`src/logic/cipher_ctrl_pkg.sv`:
```
/*
 * AES cipher control package
 * Shared enums and vector types for the cipher control unit
 */
`default_nettype none

package cipher_ctrl_pkg;

  // Cipher operation
  typedef enum logic {
    CIPH_FWD = 1'b0,
    CIPH_INV = 1'b1
  } ciph_op_e;

  // Key length, one-hot coded
  typedef enum logic [2:0] {
    AES_128 = 3'b001,
    AES_192 = 3'b010,
    AES_256 = 3'b100
  } key_len_e;

  // Control FSM states
  typedef enum logic [2:0] {
    IDLE, INIT, ROUND, FINISH, CLEAR_S, CLEAR_KD, ERROR
  } ctrl_state_e;

  // Round phase as seen by the key word decoder
  typedef enum logic [1:0] {
    PH_OTHER, PH_INIT, PH_ROUND, PH_FINISH
  } round_phase_e;

  // Datapath mux selects
  typedef enum logic [1:0] {
    STATE_ROUND, STATE_INIT, STATE_CLEAR
  } state_sel_e;

  typedef enum logic [1:0] {
    ADD_RK_INIT, ADD_RK_ROUND, ADD_RK_FINAL
  } add_rk_sel_e;

  typedef enum logic [1:0] {
    KEY_FULL_ENC_INIT, KEY_FULL_DEC_INIT, KEY_FULL_ROUND, KEY_FULL_CLEAR
  } key_full_sel_e;

  typedef enum logic {
    KEY_DEC_EXPAND, KEY_DEC_CLEAR
  } key_dec_sel_e;

  typedef enum logic [1:0] {
    KEY_WORDS_0123, KEY_WORDS_2345, KEY_WORDS_4567, KEY_WORDS_ZERO
  } key_words_sel_e;

  // Mixed round key is used by the equivalent inverse cipher
  typedef enum logic {
    ROUND_KEY_DIRECT, ROUND_KEY_MIXED
  } round_key_sel_e;

  // Round number and round total
  typedef logic [3:0] rnd_ctr_t;

  // S-Box cycle count
  typedef logic [2:0] cyc_ctr_t;

endpackage

`default_nettype wire

```
`src/logic/cipher_ctrl_fsm.sv`:
```
/*
 * AES cipher control FSM
 * Sequences the rounds, paces S-Box steps and drives the datapath
 * selects and write enables
 */
`timescale 1ns/1ns
`default_nettype none

module cipher_ctrl_fsm import cipher_ctrl_pkg::*; #(
  parameter int SBoxMinCycles = 4
) (
  input  wire logic     clk_i,
  input  wire logic     rst_ni,

  // Block handshake and command
  input  wire logic     in_valid_i,
  output logic          in_ready_o,
  output logic          out_valid_o,
  input  wire logic     out_ready_i,
  input  wire logic     crypt_i,
  input  wire logic     key_clear_i,
  input  wire logic     data_out_clear_i,
  input  wire ciph_op_e op_i,
  input  wire key_len_e key_len_i,

  // Error inputs and alert
  input  wire logic     mux_sel_err_i,
  input  wire logic     sp_enc_err_i,
  input  wire logic     rnd_ctr_err_i,
  input  wire logic     op_err_i,
  input  wire logic     alert_fatal_i,
  output logic          alert_o,

  // Cipher datapath
  output state_sel_e    state_sel_o,
  output logic          state_we_o,
  output add_rk_sel_e   add_rk_sel_o,
  output logic          sub_bytes_en_o,
  input  wire logic     sub_bytes_out_req_i,
  output logic          sub_bytes_out_ack_o,

  // Key expand datapath
  output key_full_sel_e key_full_sel_o,
  output logic          key_full_we_o,
  output key_dec_sel_e  key_dec_sel_o,
  output logic          key_dec_we_o,
  output logic          key_expand_en_o,
  input  wire logic     key_expand_out_req_i,
  output logic          key_expand_out_ack_o,
  output logic          key_expand_clear_o,

  // Round counter and key word decoder
  output logic          rnd_load_o,
  output logic          rnd_step_o,
  input  wire logic     last_regular_i,
  output round_phase_e  phase_o
);

  ctrl_state_e state_d, state_q;
  cyc_ctr_t    cyc_ctr_d, cyc_ctr_q;
  cyc_ctr_t    cyc_ctr_inc;
  logic        cyc_gate;
  logic        advance;
  logic        key_clear_d, key_clear_q;
  logic        data_out_clear_d, data_out_clear_q;
  logic        any_err;
  logic        out_err;

  ////////////////////////////////////////
  // Cycle gate
  ////////////////////////////////////////

  // Saturate so the gate stays open while waiting
  assign cyc_ctr_inc = (cyc_ctr_q == '1) ? cyc_ctr_q : cyc_ctr_q + cyc_ctr_t'(1);
  // A zero minimum leaves the gate open all the time
  assign cyc_gate    = (cyc_ctr_q >= cyc_ctr_t'(SBoxMinCycles));

  assign any_err = mux_sel_err_i | sp_enc_err_i | rnd_ctr_err_i | op_err_i | alert_fatal_i;
  // Errors that must keep the result from being released
  assign out_err = mux_sel_err_i | sp_enc_err_i | op_err_i;

  ////////////////////////////////////////
  // Next state and output decode
  ////////////////////////////////////////

  always_comb begin
    in_ready_o           = 1'b0;
    out_valid_o          = 1'b0;
    alert_o              = 1'b0;

    state_sel_o          = STATE_ROUND;
    state_we_o           = 1'b0;
    add_rk_sel_o         = ADD_RK_ROUND;
    sub_bytes_en_o       = 1'b0;
    sub_bytes_out_ack_o  = 1'b0;

    key_full_sel_o       = KEY_FULL_ROUND;
    key_full_we_o        = 1'b0;
    key_dec_sel_o        = KEY_DEC_EXPAND;
    key_dec_we_o         = 1'b0;
    key_expand_en_o      = 1'b0;
    key_expand_out_ack_o = 1'b0;
    key_expand_clear_o   = 1'b0;

    rnd_load_o           = 1'b0;
    rnd_step_o           = 1'b0;

    state_d              = state_q;
    key_clear_d          = key_clear_q;
    data_out_clear_d     = data_out_clear_q;
    advance              = 1'b0;
    // Gate only counts inside the cipher rounds
    cyc_ctr_d            = '0;

    unique case (state_q)
      IDLE: begin
        in_ready_o = 1'b1;
        if (in_valid_i) begin
          if (key_clear_i || data_out_clear_i) begin
            // Clear wins over crypt
            key_clear_d      = key_clear_i;
            data_out_clear_d = data_out_clear_i;
            // Data output clear goes through the state first
            state_d = data_out_clear_i ? CLEAR_S : CLEAR_KD;
          end else if (crypt_i) begin
            // Load input data and full key, restart key expansion
            state_sel_o        = STATE_INIT;
            state_we_o         = 1'b1;
            key_expand_clear_o = 1'b1;
            key_full_sel_o     = (op_i == CIPH_INV) ? KEY_FULL_DEC_INIT : KEY_FULL_ENC_INIT;
            key_full_we_o      = 1'b1;
            rnd_load_o         = 1'b1;
            state_d            = INIT;
          end else begin
            // Handshake without any command
            state_d = ERROR;
          end
        end
      end

      INIT: begin
        add_rk_sel_o = ADD_RK_INIT;
        cyc_ctr_d    = cyc_ctr_inc;
        if (key_len_i != AES_256) begin
          // Wait on KeyExpand for the second round key
          key_expand_en_o = 1'b1;
          advance         = key_expand_out_req_i & cyc_gate;
          if (advance) begin
            key_expand_out_ack_o = 1'b1;
            state_we_o           = 1'b1;
            key_full_we_o        = 1'b1;
            rnd_step_o           = 1'b1;
            cyc_ctr_d            = '0;
            state_d              = ROUND;
          end
        end else begin
          // AES-256 holds two round keys from the start
          state_we_o = 1'b1;
          rnd_step_o = 1'b1;
          cyc_ctr_d  = '0;
          state_d    = ROUND;
        end
      end

      ROUND: begin
        sub_bytes_en_o  = 1'b1;
        key_expand_en_o = 1'b1;
        cyc_ctr_d       = cyc_ctr_inc;
        // Step once SubBytes and KeyExpand both have results
        advance = sub_bytes_out_req_i & key_expand_out_req_i & cyc_gate;
        if (advance) begin
          sub_bytes_out_ack_o  = 1'b1;
          key_expand_out_ack_o = 1'b1;
          state_we_o           = 1'b1;
          key_full_we_o        = 1'b1;
          rnd_step_o           = 1'b1;
          cyc_ctr_d            = '0;
          if (last_regular_i) begin
            state_d = FINISH;
          end
        end
      end

      FINISH: begin
        // Final round skips MixColumns
        add_rk_sel_o   = ADD_RK_FINAL;
        // State is wiped when the result is taken
        state_sel_o    = STATE_CLEAR;
        sub_bytes_en_o = 1'b1;
        cyc_ctr_d      = cyc_ctr_inc;
        advance        = sub_bytes_out_req_i & cyc_gate;
        out_valid_o    = advance & ~out_err;
        if (out_valid_o && out_ready_i) begin
          sub_bytes_out_ack_o = 1'b1;
          state_we_o          = 1'b1;
          cyc_ctr_d           = '0;
          state_d             = IDLE;
        end
      end

      CLEAR_S: begin
        state_sel_o = STATE_CLEAR;
        state_we_o  = 1'b1;
        state_d     = CLEAR_KD;
      end

      CLEAR_KD: begin
        if (key_clear_q) begin
          key_full_sel_o = KEY_FULL_CLEAR;
          key_full_we_o  = 1'b1;
          key_dec_sel_o  = KEY_DEC_CLEAR;
          key_dec_we_o   = 1'b1;
        end
        // Pass the cleared state on to the data output registers
        if (data_out_clear_q) begin
          add_rk_sel_o = ADD_RK_INIT;
        end
        out_valid_o = 1'b1;
        if (out_ready_i) begin
          key_clear_d      = 1'b0;
          data_out_clear_d = 1'b0;
          state_d          = IDLE;
        end
      end

      // Terminal state left only by reset
      ERROR: alert_o = 1'b1;

      default: begin
        alert_o = 1'b1;
        state_d = ERROR;
      end
    endcase

    // Any error input overrides the normal flow
    if (any_err) begin
      state_d = ERROR;
    end
  end

  // Phase for the key word decoder
  always_comb begin
    case (state_q)
      INIT:    phase_o = PH_INIT;
      ROUND:   phase_o = PH_ROUND;
      FINISH:  phase_o = PH_FINISH;
      default: phase_o = PH_OTHER;
    endcase
  end

  ////////////////////////////////////////
  // Registers
  ////////////////////////////////////////

  always_ff @(posedge clk_i or negedge rst_ni) begin
    if (!rst_ni) begin
      state_q          <= IDLE;
      cyc_ctr_q        <= '0;
      key_clear_q      <= 1'b0;
      data_out_clear_q <= 1'b0;
    end else begin
      state_q          <= state_d;
      cyc_ctr_q        <= cyc_ctr_d;
      key_clear_q      <= key_clear_d;
      data_out_clear_q <= data_out_clear_d;
    end
  end

endmodule

`default_nettype wire

```
`src/logic/cipher_ctrl_top.sv`:
```
/*
 * AES cipher control unit
 * Ties the control FSM to the round counter and key word decoder
 */
`timescale 1ns/1ns
`default_nettype none

module cipher_ctrl_top import cipher_ctrl_pkg::*; #(
  parameter int SBoxMinCycles = 4
) (
  input  wire logic     clk_i,
  input  wire logic     rst_ni,

  // Block handshake and command
  input  wire logic     in_valid_i,
  output logic          in_ready_o,
  output logic          out_valid_o,
  input  wire logic     out_ready_i,
  input  wire logic     crypt_i,
  input  wire logic     key_clear_i,
  input  wire logic     data_out_clear_i,
  input  wire ciph_op_e op_i,
  input  wire key_len_e key_len_i,

  // Errors and alert
  input  wire logic     mux_sel_err_i,
  input  wire logic     sp_enc_err_i,
  input  wire logic     rnd_ctr_err_i,
  input  wire logic     op_err_i,
  input  wire logic     alert_fatal_i,
  output logic          alert_o,

  // Cipher datapath
  output state_sel_e    state_sel_o,
  output logic          state_we_o,
  output add_rk_sel_e   add_rk_sel_o,
  output logic          sub_bytes_en_o,
  input  wire logic     sub_bytes_out_req_i,
  output logic          sub_bytes_out_ack_o,

  // Key expand datapath
  output key_full_sel_e key_full_sel_o,
  output logic          key_full_we_o,
  output key_dec_sel_e  key_dec_sel_o,
  output logic          key_dec_we_o,
  output logic          key_expand_en_o,
  input  wire logic     key_expand_out_req_i,
  output logic          key_expand_out_ack_o,
  output logic          key_expand_clear_o,
  output rnd_ctr_t      rnd_ctr_o,
  output key_words_sel_e key_words_sel_o,
  output round_key_sel_e round_key_sel_o
);

  logic         rnd_load;
  logic         rnd_step;
  logic         last_regular;
  round_phase_e phase;

  // Main control FSM
  cipher_ctrl_fsm #(
    .SBoxMinCycles (SBoxMinCycles)
  ) u_fsm (
    .clk_i                (clk_i),
    .rst_ni               (rst_ni),
    .in_valid_i           (in_valid_i),
    .in_ready_o           (in_ready_o),
    .out_valid_o          (out_valid_o),
    .out_ready_i          (out_ready_i),
    .crypt_i              (crypt_i),
    .key_clear_i          (key_clear_i),
    .data_out_clear_i     (data_out_clear_i),
    .op_i                 (op_i),
    .key_len_i            (key_len_i),
    .mux_sel_err_i        (mux_sel_err_i),
    .sp_enc_err_i         (sp_enc_err_i),
    .rnd_ctr_err_i        (rnd_ctr_err_i),
    .op_err_i             (op_err_i),
    .alert_fatal_i        (alert_fatal_i),
    .alert_o              (alert_o),
    .state_sel_o          (state_sel_o),
    .state_we_o           (state_we_o),
    .add_rk_sel_o         (add_rk_sel_o),
    .sub_bytes_en_o       (sub_bytes_en_o),
    .sub_bytes_out_req_i  (sub_bytes_out_req_i),
    .sub_bytes_out_ack_o  (sub_bytes_out_ack_o),
    .key_full_sel_o       (key_full_sel_o),
    .key_full_we_o        (key_full_we_o),
    .key_dec_sel_o        (key_dec_sel_o),
    .key_dec_we_o         (key_dec_we_o),
    .key_expand_en_o      (key_expand_en_o),
    .key_expand_out_req_i (key_expand_out_req_i),
    .key_expand_out_ack_o (key_expand_out_ack_o),
    .key_expand_clear_o   (key_expand_clear_o),
    .rnd_load_o           (rnd_load),
    .rnd_step_o           (rnd_step),
    .last_regular_i       (last_regular),
    .phase_o              (phase)
  );

  // Round count per block
  cipher_round_ctr u_round_ctr (
    .clk_i          (clk_i),
    .rst_ni         (rst_ni),
    .load_i         (rnd_load),
    .step_i         (rnd_step),
    .key_len_i      (key_len_i),
    .rnd_ctr_o      (rnd_ctr_o),
    .last_regular_o (last_regular)
  );

  // Key word and round key selection
  key_word_sel u_key_word_sel (
    .phase_i         (phase),
    .op_i            (op_i),
    .key_len_i       (key_len_i),
    .key_words_sel_o (key_words_sel_o),
    .round_key_sel_o (round_key_sel_o)
  );

endmodule

`default_nettype wire

```
`src/logic/cipher_round_ctr.sv`:
```
/*
 * AES round counter
 * Loads the round total from the key length, counts rounds
 * and flags the last regular round
 */
`timescale 1ns/1ns
`default_nettype none

module cipher_round_ctr import cipher_ctrl_pkg::*; (
  input  wire logic     clk_i,
  input  wire logic     rst_ni,

  // Control from the FSM
  input  wire logic     load_i,
  input  wire logic     step_i,
  input  wire key_len_e key_len_i,

  // Count and last round flag
  output rnd_ctr_t      rnd_ctr_o,
  output logic          last_regular_o
);

  rnd_ctr_t num_rounds_lut;
  rnd_ctr_t num_rounds_q;
  rnd_ctr_t num_rounds_regular;
  rnd_ctr_t rnd_ctr_q;

  // Round total per key length
  always_comb begin
    case (key_len_i)
      AES_128: num_rounds_lut = rnd_ctr_t'(10);
      AES_192: num_rounds_lut = rnd_ctr_t'(12);
      // AES-256 and any stray encoding
      default: num_rounds_lut = rnd_ctr_t'(14);
    endcase
  end

  ////////////////////////////////////////
  // Count registers
  ////////////////////////////////////////

  always_ff @(posedge clk_i or negedge rst_ni) begin
    if (!rst_ni) begin
      num_rounds_q <= '0;
      rnd_ctr_q    <= '0;
    end else if (load_i) begin
      // New block latches the total and restarts the count
      num_rounds_q <= num_rounds_lut;
      rnd_ctr_q    <= '0;
    end else if (step_i) begin
      rnd_ctr_q    <= rnd_ctr_q + rnd_ctr_t'(1);
    end
  end

  // The final round is not a regular round
  assign num_rounds_regular = num_rounds_q - rnd_ctr_t'(1);

  // High throughout the last regular round
  assign last_regular_o = (rnd_ctr_q >= num_rounds_regular);
  assign rnd_ctr_o      = rnd_ctr_q;

endmodule

`default_nettype wire

```
`src/logic/key_word_sel.sv`:
```
/*
 * AES key word decoder
 * Picks key words and the round key form per round phase
 */
`timescale 1ns/1ns
`default_nettype none

module key_word_sel import cipher_ctrl_pkg::*; (
  input  wire round_phase_e phase_i,
  input  wire ciph_op_e     op_i,
  input  wire key_len_e     key_len_i,

  output key_words_sel_e    key_words_sel_o,
  output round_key_sel_e    round_key_sel_o
);

  logic is_fwd;

  assign is_fwd = (op_i == CIPH_FWD);

  always_comb begin
    key_words_sel_o = KEY_WORDS_ZERO;
    round_key_sel_o = ROUND_KEY_DIRECT;

    case (phase_i)
      PH_INIT: begin
        // Forward starts from the first words, inverse from the last ones
        if (is_fwd || key_len_i == AES_128) begin
          key_words_sel_o = KEY_WORDS_0123;
        end else if (key_len_i == AES_192) begin
          key_words_sel_o = KEY_WORDS_2345;
        end else begin
          key_words_sel_o = KEY_WORDS_4567;
        end
      end

      PH_ROUND, PH_FINISH: begin
        // Inverse rounds always see the newest words in slots 0 to 3
        if (!is_fwd || key_len_i == AES_128) begin
          key_words_sel_o = KEY_WORDS_0123;
        end else if (key_len_i == AES_192) begin
          key_words_sel_o = KEY_WORDS_2345;
        end else begin
          key_words_sel_o = KEY_WORDS_4567;
        end

        // Equivalent inverse cipher needs InvMixColumns on the key
        if (phase_i == PH_ROUND && !is_fwd) begin
          round_key_sel_o = ROUND_KEY_MIXED;
        end
      end

      // No round key outside the cipher rounds
      default: key_words_sel_o = KEY_WORDS_ZERO;
    endcase
  end

endmodule

`default_nettype wire

```
`config.mk`:
```
export PLATFORM = sky130hd
export DESIGN_NAME = cipher_ctrl_top
export DESIGN_NICKNAME = d
export VERILOG_FILES = /design/src/logic/cipher_ctrl_pkg.sv /design/src/logic/cipher_ctrl_fsm.sv /design/src/logic/cipher_ctrl_top.sv /design/src/logic/cipher_round_ctr.sv /design/src/logic/key_word_sel.sv
export SDC_FILE = /design/constraint.sdc
export NUM_CORES = 1
export LEC_CHECK = 0
export BUFFER_PORTS_ARGS = -buffer_cell sky130_fd_sc_hd__buf_2
export CAP_MARGIN = 40
export CORE_ASPECT_RATIO = 0.5
export CORE_UTILIZATION = 30
export DETAILED_ROUTE_END_ITERATION = 8
export REMOVE_ABC_BUFFERS = 1
export SYNTH_ARGS = -nofsm -noshare
export SYNTH_HDL_FRONTEND = slang
export SYNTH_SLANG_ARGS = --single-unit
```
`constraint.sdc`:
```
create_clock -name clk_i -period 3.37 [get_ports clk_i]
set_clock_uncertainty 0.2 [all_clocks]
set_input_delay 0 -clock clk_i [delete_from_list [all_inputs] [get_ports clk_i]]
set_output_delay 0 -clock clk_i [all_outputs]
set_load 0.01 [all_outputs]
```
==> results of run 1 <==
## logic make-up (layout without fill, tap and decap cells)
kind of cell | count (synthesis) | count (layout) | synth area share (%)
mux | 3 | 3 | 2.495
buf+inv | 16 | 67 | 7.171
compound gates | 36 | 36 | 19.86
xor+xnor | 4 | 4 | 2.910
flops | 15 | 15 | 31.19
simple gates | 72 | 72 | 29.11
fa+ha+maj | 7 | 7 | 7.276
## worst paths after layout
| path | startpoint | endpoint | slack, ns | cells past startpoint |
|---|---|---|---|---|
| worst max-delay path | u_fsm.state_q[1] | u_round_ctr.num_rounds_q[2] | 0.80 | 7 |
| worst min-delay path | crypt_i | u_fsm.state_q[1] | 0.02 | 4 |
| worst max register to register | u_fsm.state_q[1] | u_round_ctr.num_rounds_q[2] | 0.80 | 7 |
| worst min register to register | u_round_ctr.num_rounds_q[3] | u_round_ctr.num_rounds_q[3] | 0.28 | 1 |
| max in group asynchronous | rst_ni | u_round_ctr.num_rounds_q[3] | 1.85 | 3 |
| min in group asynchronous | rst_ni | u_fsm.cyc_ctr_q[1] | 0.67 | 3 |
## power by group
group | internal, W | switching (W)
registers | 0.000180 | 0.000000101
clock network | 0.0000840 | 0.0000634
logic | 0.0000171 | 0.0000158
total | 0.000281 | 0.0000792
## layout make-up
class,instances,area (µm²)
fillers,374,2038
multi-input cells,122,742.0
flip-flops and latches,15,375.4
repair buffers,53,320.3
well taps,51,63.81
clock buffers,4,45.04
inverters,10,37.54
## sequential cells by signal (all words and copies together) (netlist names)
name and count:
u_fsm.cyc_ctr_q 3, u_round_ctr.num_rounds_q 3, u_fsm.key_clear_q 1, u_fsm.data_out_clear_q 1, u_fsm.state_q 3, u_round_ctr.rnd_ctr_o 4
## layout by cell type, fill, tap and decap left out, types with 2 or more instances in the layout
| cell | n |
|---|---|
| dfrtp_1 | 15 |
| o311ai_1 | 2 |
| nand3_1 | 5 |
| nand2_1 | 23 |
| a211oi_1 | 3 |
| buf_2 | 42 |
| nand2b_1 | 2 |
| a21o_1 | 2 |
| clkbuf_8 | 3 |
| xnor2_1 | 4 |
| or3_1 | 2 |
| nor2_1 | 21 |
| a21oi_1 | 8 |
| and3_1 | 4 |
| o21ai_0 | 9 |
| inv_1 | 9 |
| nor3b_1 | 2 |
| mux2i_1 | 3 |
| ha_1 | 7 |
| dlygate4sd3_1 | 11 |
| o311ai_0 | 2 |
| nor3_1 | 3 |
## metal layers
metal	GRT usage [%]	routed length, µm	vias to the layer above
met1	19.17	1450	595
li1	-	-	636
met2	25.41	1458	21
met3	3.560	110	6
met5	0	0	-
met4	6.667	47	0
## critical path: cells and delay by family (launching register included)
| kind | cells | cell delay, ns |
|---|---|---|
| AO/OA/AOI/OAI | 1 | 0.04 |
| buffers and inverters | 3 | 1.06 |
| flip-flops | 1 | 0.58 |
| AND/OR/NAND/NOR | 3 | 0.57 |
## per-stage QoR
| stage | power [W] | cells | utilization (%) |
|---|---|---|---|
| after detailed placement | 0.0002094 | 240 | 39.45 |
| after CTS | 0.0003655 | 255 | 43.73 |
| after global routing | 0.0003764 | 255 | 43.73 |
| after global placement | 0.0002092 | 240 | 39.45 |
| final | 0.0003605 | 255 | 43.73 |
| after floorplan | 0.0001904 | 147 | - |
==> out/qor.yml, run 1 <==
placed_design:
  dp_hpwl_um: 2362
  place_ws_ns: 1.204
  port_buffers: 42
  gp_congestion: 0.8392
  placed_area_um2: 1429
logic_synthesis:
  yosys-top-cells-area: "dfrtp_1 (31%), ha_1 (7.3%), nand2_1 (7.2%)"
  yosys.area.top_type_share_pct: 31.19
  ys_seq_elements: 15
  synth.most_common_cell: "nand2_1"
  avgSynthCellArea_um2: 7.867
  netlist_instances: 153
  synth-async-reset-ratio_pct: 100.0
  yosysSeqAreaShare_pct: 31.19
  synth_flop_cell: "dfrtp_1"
  syn_area_um2: 1204
  yosysUniqueCellTypes: 45
  ys_warn_count: 0
  synthTopCellsByCount: "nand2_1 (23), nor2_1 (21), dfrtp_1 (15), inv_1 (9), o21ai_0 (9)"
  synth_edf_count: 0
  yosysTopAreaCell: "dfrtp_1"
timing:
  tightest_slew_ns: 0.7241
  post-route-period-util_pct: 76.16
  finalCriticalPeriod_ns: 2.567
  finalSetupViolCount: 0
  slew_headroom_pct: 51.57
  finalSetupTns_ns: 0
  drv_slew: 0
  timing.fmax_mhz: 389.6
  layout_setup_ws_ns: 0.8034
  report.final.hold_viol_count: 0
  rsz0062_at_grt: "no"
  holdWs_ns: 0.01761
cts:
  cts-resized-gates: 0
  clock_latency_ns: 0.25
  post_cts_buffers: 0
  cts-root-buf: "clkbuf_8"
  cts_buffer_depth: 2
  cts_hold_buf: 11
  path_clk_slew_ns: 0.06
  htreeDepth: 1
  cts_sinks: 15
  cts_tree: "done"
  cts_buffers: 3
setup_path:
  cp-end-kind: "flip-flop"
  slowest_delay_ns: 0.58
  cp-start-kind: "flip-flop"
  crit_required_ns: 3.31
  path_max_fanout: 15
  critical_path_class: "reg -> reg"
  cp_slowest_cell: "dfrtp_1"
  worst_ep_arrival_time_ns: 2.51
  crit_chain: "inv_1 -> and2_1 -> nand2_1 -> clkinv_1 -> nor2_1 -> a31oi_1 -> dlygate4sd3_1"
die:
  ioPinCount: 43
  coreArea_um2: 3622
  die_w_um: 91.58
  initial_utilization_pct: 33.23
  fp.dieH_um: 46.79
  rows: 15
  dieArea_um2: 4285
pwr:
  p_per_area_nw_per_um2: 227.6
  irDropWorstVdd_mv: 0.1087
  p_leak_nw: 0.8306
global_route:
  grt_usage_pct: 15.00
  antenna_found_initial: 0
  grt_pass1_wl_um: 4809
  grt_pass1_vias: 1032
  grt_max_degree: 19
  gr-total-overflow: 0
detailed_routing:
  ant_nets: 0
  vias: 1258
  dr.pass1.iters: 4
  viasPerCell: 4.933
  drt_wl_total_um: 3066
  wl_per_cell_um: 12.02
  drc: 0
  drtIter0Drc: 87
run:
  drv_cap: 0
min_path:
  min_path_type: "in -> reg"
cells_and_area:
  num_antenna_cells: 0
  area_delta_synth_final_pct: 31.60
  drive_above_1_share_pct: 25.98
  finalInstanceArea_um2: 1584
  final_nets: 230
status:
  outcome: "completed"
Power figures use the tool's default switching activity.
==> run 2, diff against run 1 <==
==> constraint.sdc (replaced) <==
create_clock -name clk_i -period 2.3 [get_ports clk_i]
set_clock_uncertainty 0.2 [all_clocks]
set_input_delay 0 -clock clk_i [delete_from_list [all_inputs] [get_ports clk_i]]
set_output_delay 0 -clock clk_i [all_outputs]
set_load 0.01 [all_outputs]
==> run 2 against run 1 <==
The flow now finishes with violations (hold timing). Core utilization grew 0.62 points. Global-route usage grew 1.8 points. Maximum frequency grew 18%. Largest power group unchanged.
==> out/qor.yml, run 2 (synthesized netlist as in run 1, its figures left out) <==
timing:
  holdWs_ns: -0.002499  # -0.02011 ns
  rsz0062_at_grt: "no"
  report.final.hold_viol_count: 2  # +2
  timing.fmax_mhz: 457.9  # +18%
  finalCriticalPeriod_ns: 2.184  # -0.3829 ns
  post-route-period-util_pct: 94.94  # +19 points
  drv_slew: 0  # unchanged
  finalSetupTns_ns: 0  # unchanged
  finalSetupViolCount: 0  # unchanged
  tightest_slew_ns: 0.3807  # -0.3434 ns
  slew_headroom_pct: 74.62  # +23 points
cts:
  htreeDepth: 1  # unchanged
  path_clk_slew_ns: 0.06  # about the same
  cts_buffer_depth: 2  # unchanged
  cts_sinks: 15  # unchanged
  clock_latency_ns: 0.25  # about the same
  cts_tree: "done"
  cts_buffers: 3  # unchanged
  cts-root-buf: "clkbuf_8"
detailed_routing:
  dr.pass1.iters: 4  # unchanged
  drc: 0  # unchanged
  drt_wl_total_um: 3318  # +8.2%
  ant_nets: 0  # unchanged
  drtIter0Drc: 69  # -21%
  wl_per_cell_um: 12.86  # +7.0%
  viasPerCell: 4.891  # -0.85%
  vias: 1262  # +0.32%
cells_and_area:
  area_delta_synth_final_pct: 33.47
  largest_reg_flops: 4  # unchanged
  final_nets: 233  # +1.3%
  final_cell_mix: "buf_2 (42), nand2_1 (22), nor2_1 (21)"
  multiInputGateArea_um2: 744.5  # +0.34%
  num_antenna_cells: 0  # unchanged
  drive_above_1_share_pct: 28.02  # +2.0 points
  nFillCells: 382  # +2.1%
  seqCellArea_um2: 375.4  # unchanged
  layout_commonest_cell: "buf_2"
status:
  violations: "hold timing"
  outcome: "finished, violations left"
setup_path:
  path_delay_family: "compound AO/OA/AOI/OAI gates"
  r2r-start: "u_round_ctr.num_rounds_q[1]"
  crit_chain: "inv_1 -> ha_1 -> ha_1 -> o21ai_0 -> nor2_1 -> o311a_2 -> a31o_2 -> o311ai_1"
  crit_required_ns: 2.25  # -1.06 ns
  path_max_fanout: 3  # -12
  worst_ep_arrival_time_ns: 2.13  # -0.38 ns
  critical_path.n_buffers_inverters: 1  # -2
  rr_worst_depth: 8  # +1
  cp-end-kind: "flip-flop"
  r2r-end: "u_fsm.state_q[1]"
  cp_slowest_cell: "dfrtp_1"
  slowest_delay_ns: 0.36  # -0.22 ns
  cpMostUsedCell: "ha_1"
  critical_path_class: "reg -> reg"
  cp-start-kind: "flip-flop"
  reg2reg_slack_ns: 0.12  # -0.69 ns
placed_design:
  gp_congestion: 0.8244  # -1.8%
  port_buffers: 42  # unchanged
  dp_hpwl_um: 2521  # +6.7%
die:
  dieArea_um2: 4285  # unchanged
  rows: 15  # unchanged
  fp.dieH_um: 46.79  # unchanged
  die_w_um: 91.58  # unchanged
  coreArea_um2: 3622  # unchanged
  initial_utilization_pct: 33.23  # unchanged
  ioPinCount: 43  # unchanged
global_route:
  grt_pass1_wl_um: 5368  # +12%
  antenna_found_initial: 0  # unchanged
  gr-total-overflow: 0  # unchanged
  grt_max_degree: 18  # -1
  grt_pass1_vias: 1170  # +13%
  grt_usage_pct: 16.81  # +1.8 points
pwr:
  p_leak_nw: 0.8439  # +1.6%
  p_per_area_nw_per_um2: 332.6  # +46%
  irDropWorstVdd_mv: 0.1292  # +19%
min_path:
  min_path_type: "in -> async"
run:
  drv_cap: 0  # unchanged
[run 2: cell count changes in the layout (fill, tap and decap cells not counted)]
cell | before | now
buf_4 | 0 | 4
dlygate4sd3_1 | 11 | 10
nand2_1 | 23 | 22
nand2_2 | 1 | 2
[run 2: how the worst max path moves through the flow]
stage	start	to	slack, ns	cells past startpoint
final	u_round_ctr.num_rounds_q[1]	u_fsm.state_q[1]	0.12	8
after global routing	u_round_ctr.num_rounds_q[1]	u_fsm.state_q[1]	0.01	8
after CTS	u_fsm.state_q[1]	key_full_we_o	0.07	6
after detailed placement	u_round_ctr.num_rounds_q[1]	u_fsm.state_q[1]	0.13	8
after global placement	u_round_ctr.num_rounds_q[1]	u_fsm.state_q[1]	0.20	8
after floorplan	u_round_ctr.num_rounds_q[1]	u_fsm.state_q[1]	0.26	8
[run 2: power breakdown]
part,internal [W],total (W),switching (W)
Combinational,0.0000250,0.0000489,0.0000239
Clock,0.000123,0.000221,0.0000982
Sequential,0.000264,0.000264,0.000000166
[run 2: cell type report]
cell class | count | share of cell area, %
sequential | 15 | 23.36
clock buffer | 4 | 2.804
timing repair buffer | 56 | 21.18
tap | 51 | 3.972
multi-input combinational | 122 | 46.34
inverter | 10 | 2.336
[run 2: metrics by stage]
step	total power, W	setup WS [ns]	cells	cell area (µm²)	util, %
2_1_floorplan	0.0002789	0.2624	147	1155	-
3_3_place_gp	0.0003063	0.1991	244	1459	40.28
3_5_place_dp	0.0003067	0.1321	244	1459	40.28
4_1_cts	0.0005379	0.06997	258	1604	44.28
5_1_grt	0.0005548	0.01098	258	1607	44.35
6_report	0.0005344	0.1163	258	1607	44.35
[run 2: layer usage]
layer  track usage [%]  part of all wire (%)  up-vias
met5                 0                     0        -
met4             6.349                   1.5        0
met3             4.045                   3.4        8
met2             29.47                    48       20
met1             21.15                    47      586
li1                  -                     -      648
[run 2: timing repair]
action,CTS,global route
buffers inserted,0,0
hold buffers,10,0
setup endpoints to repair,0,2
endpoints found under the hold margin,22,0
gates resized for setup,0,1
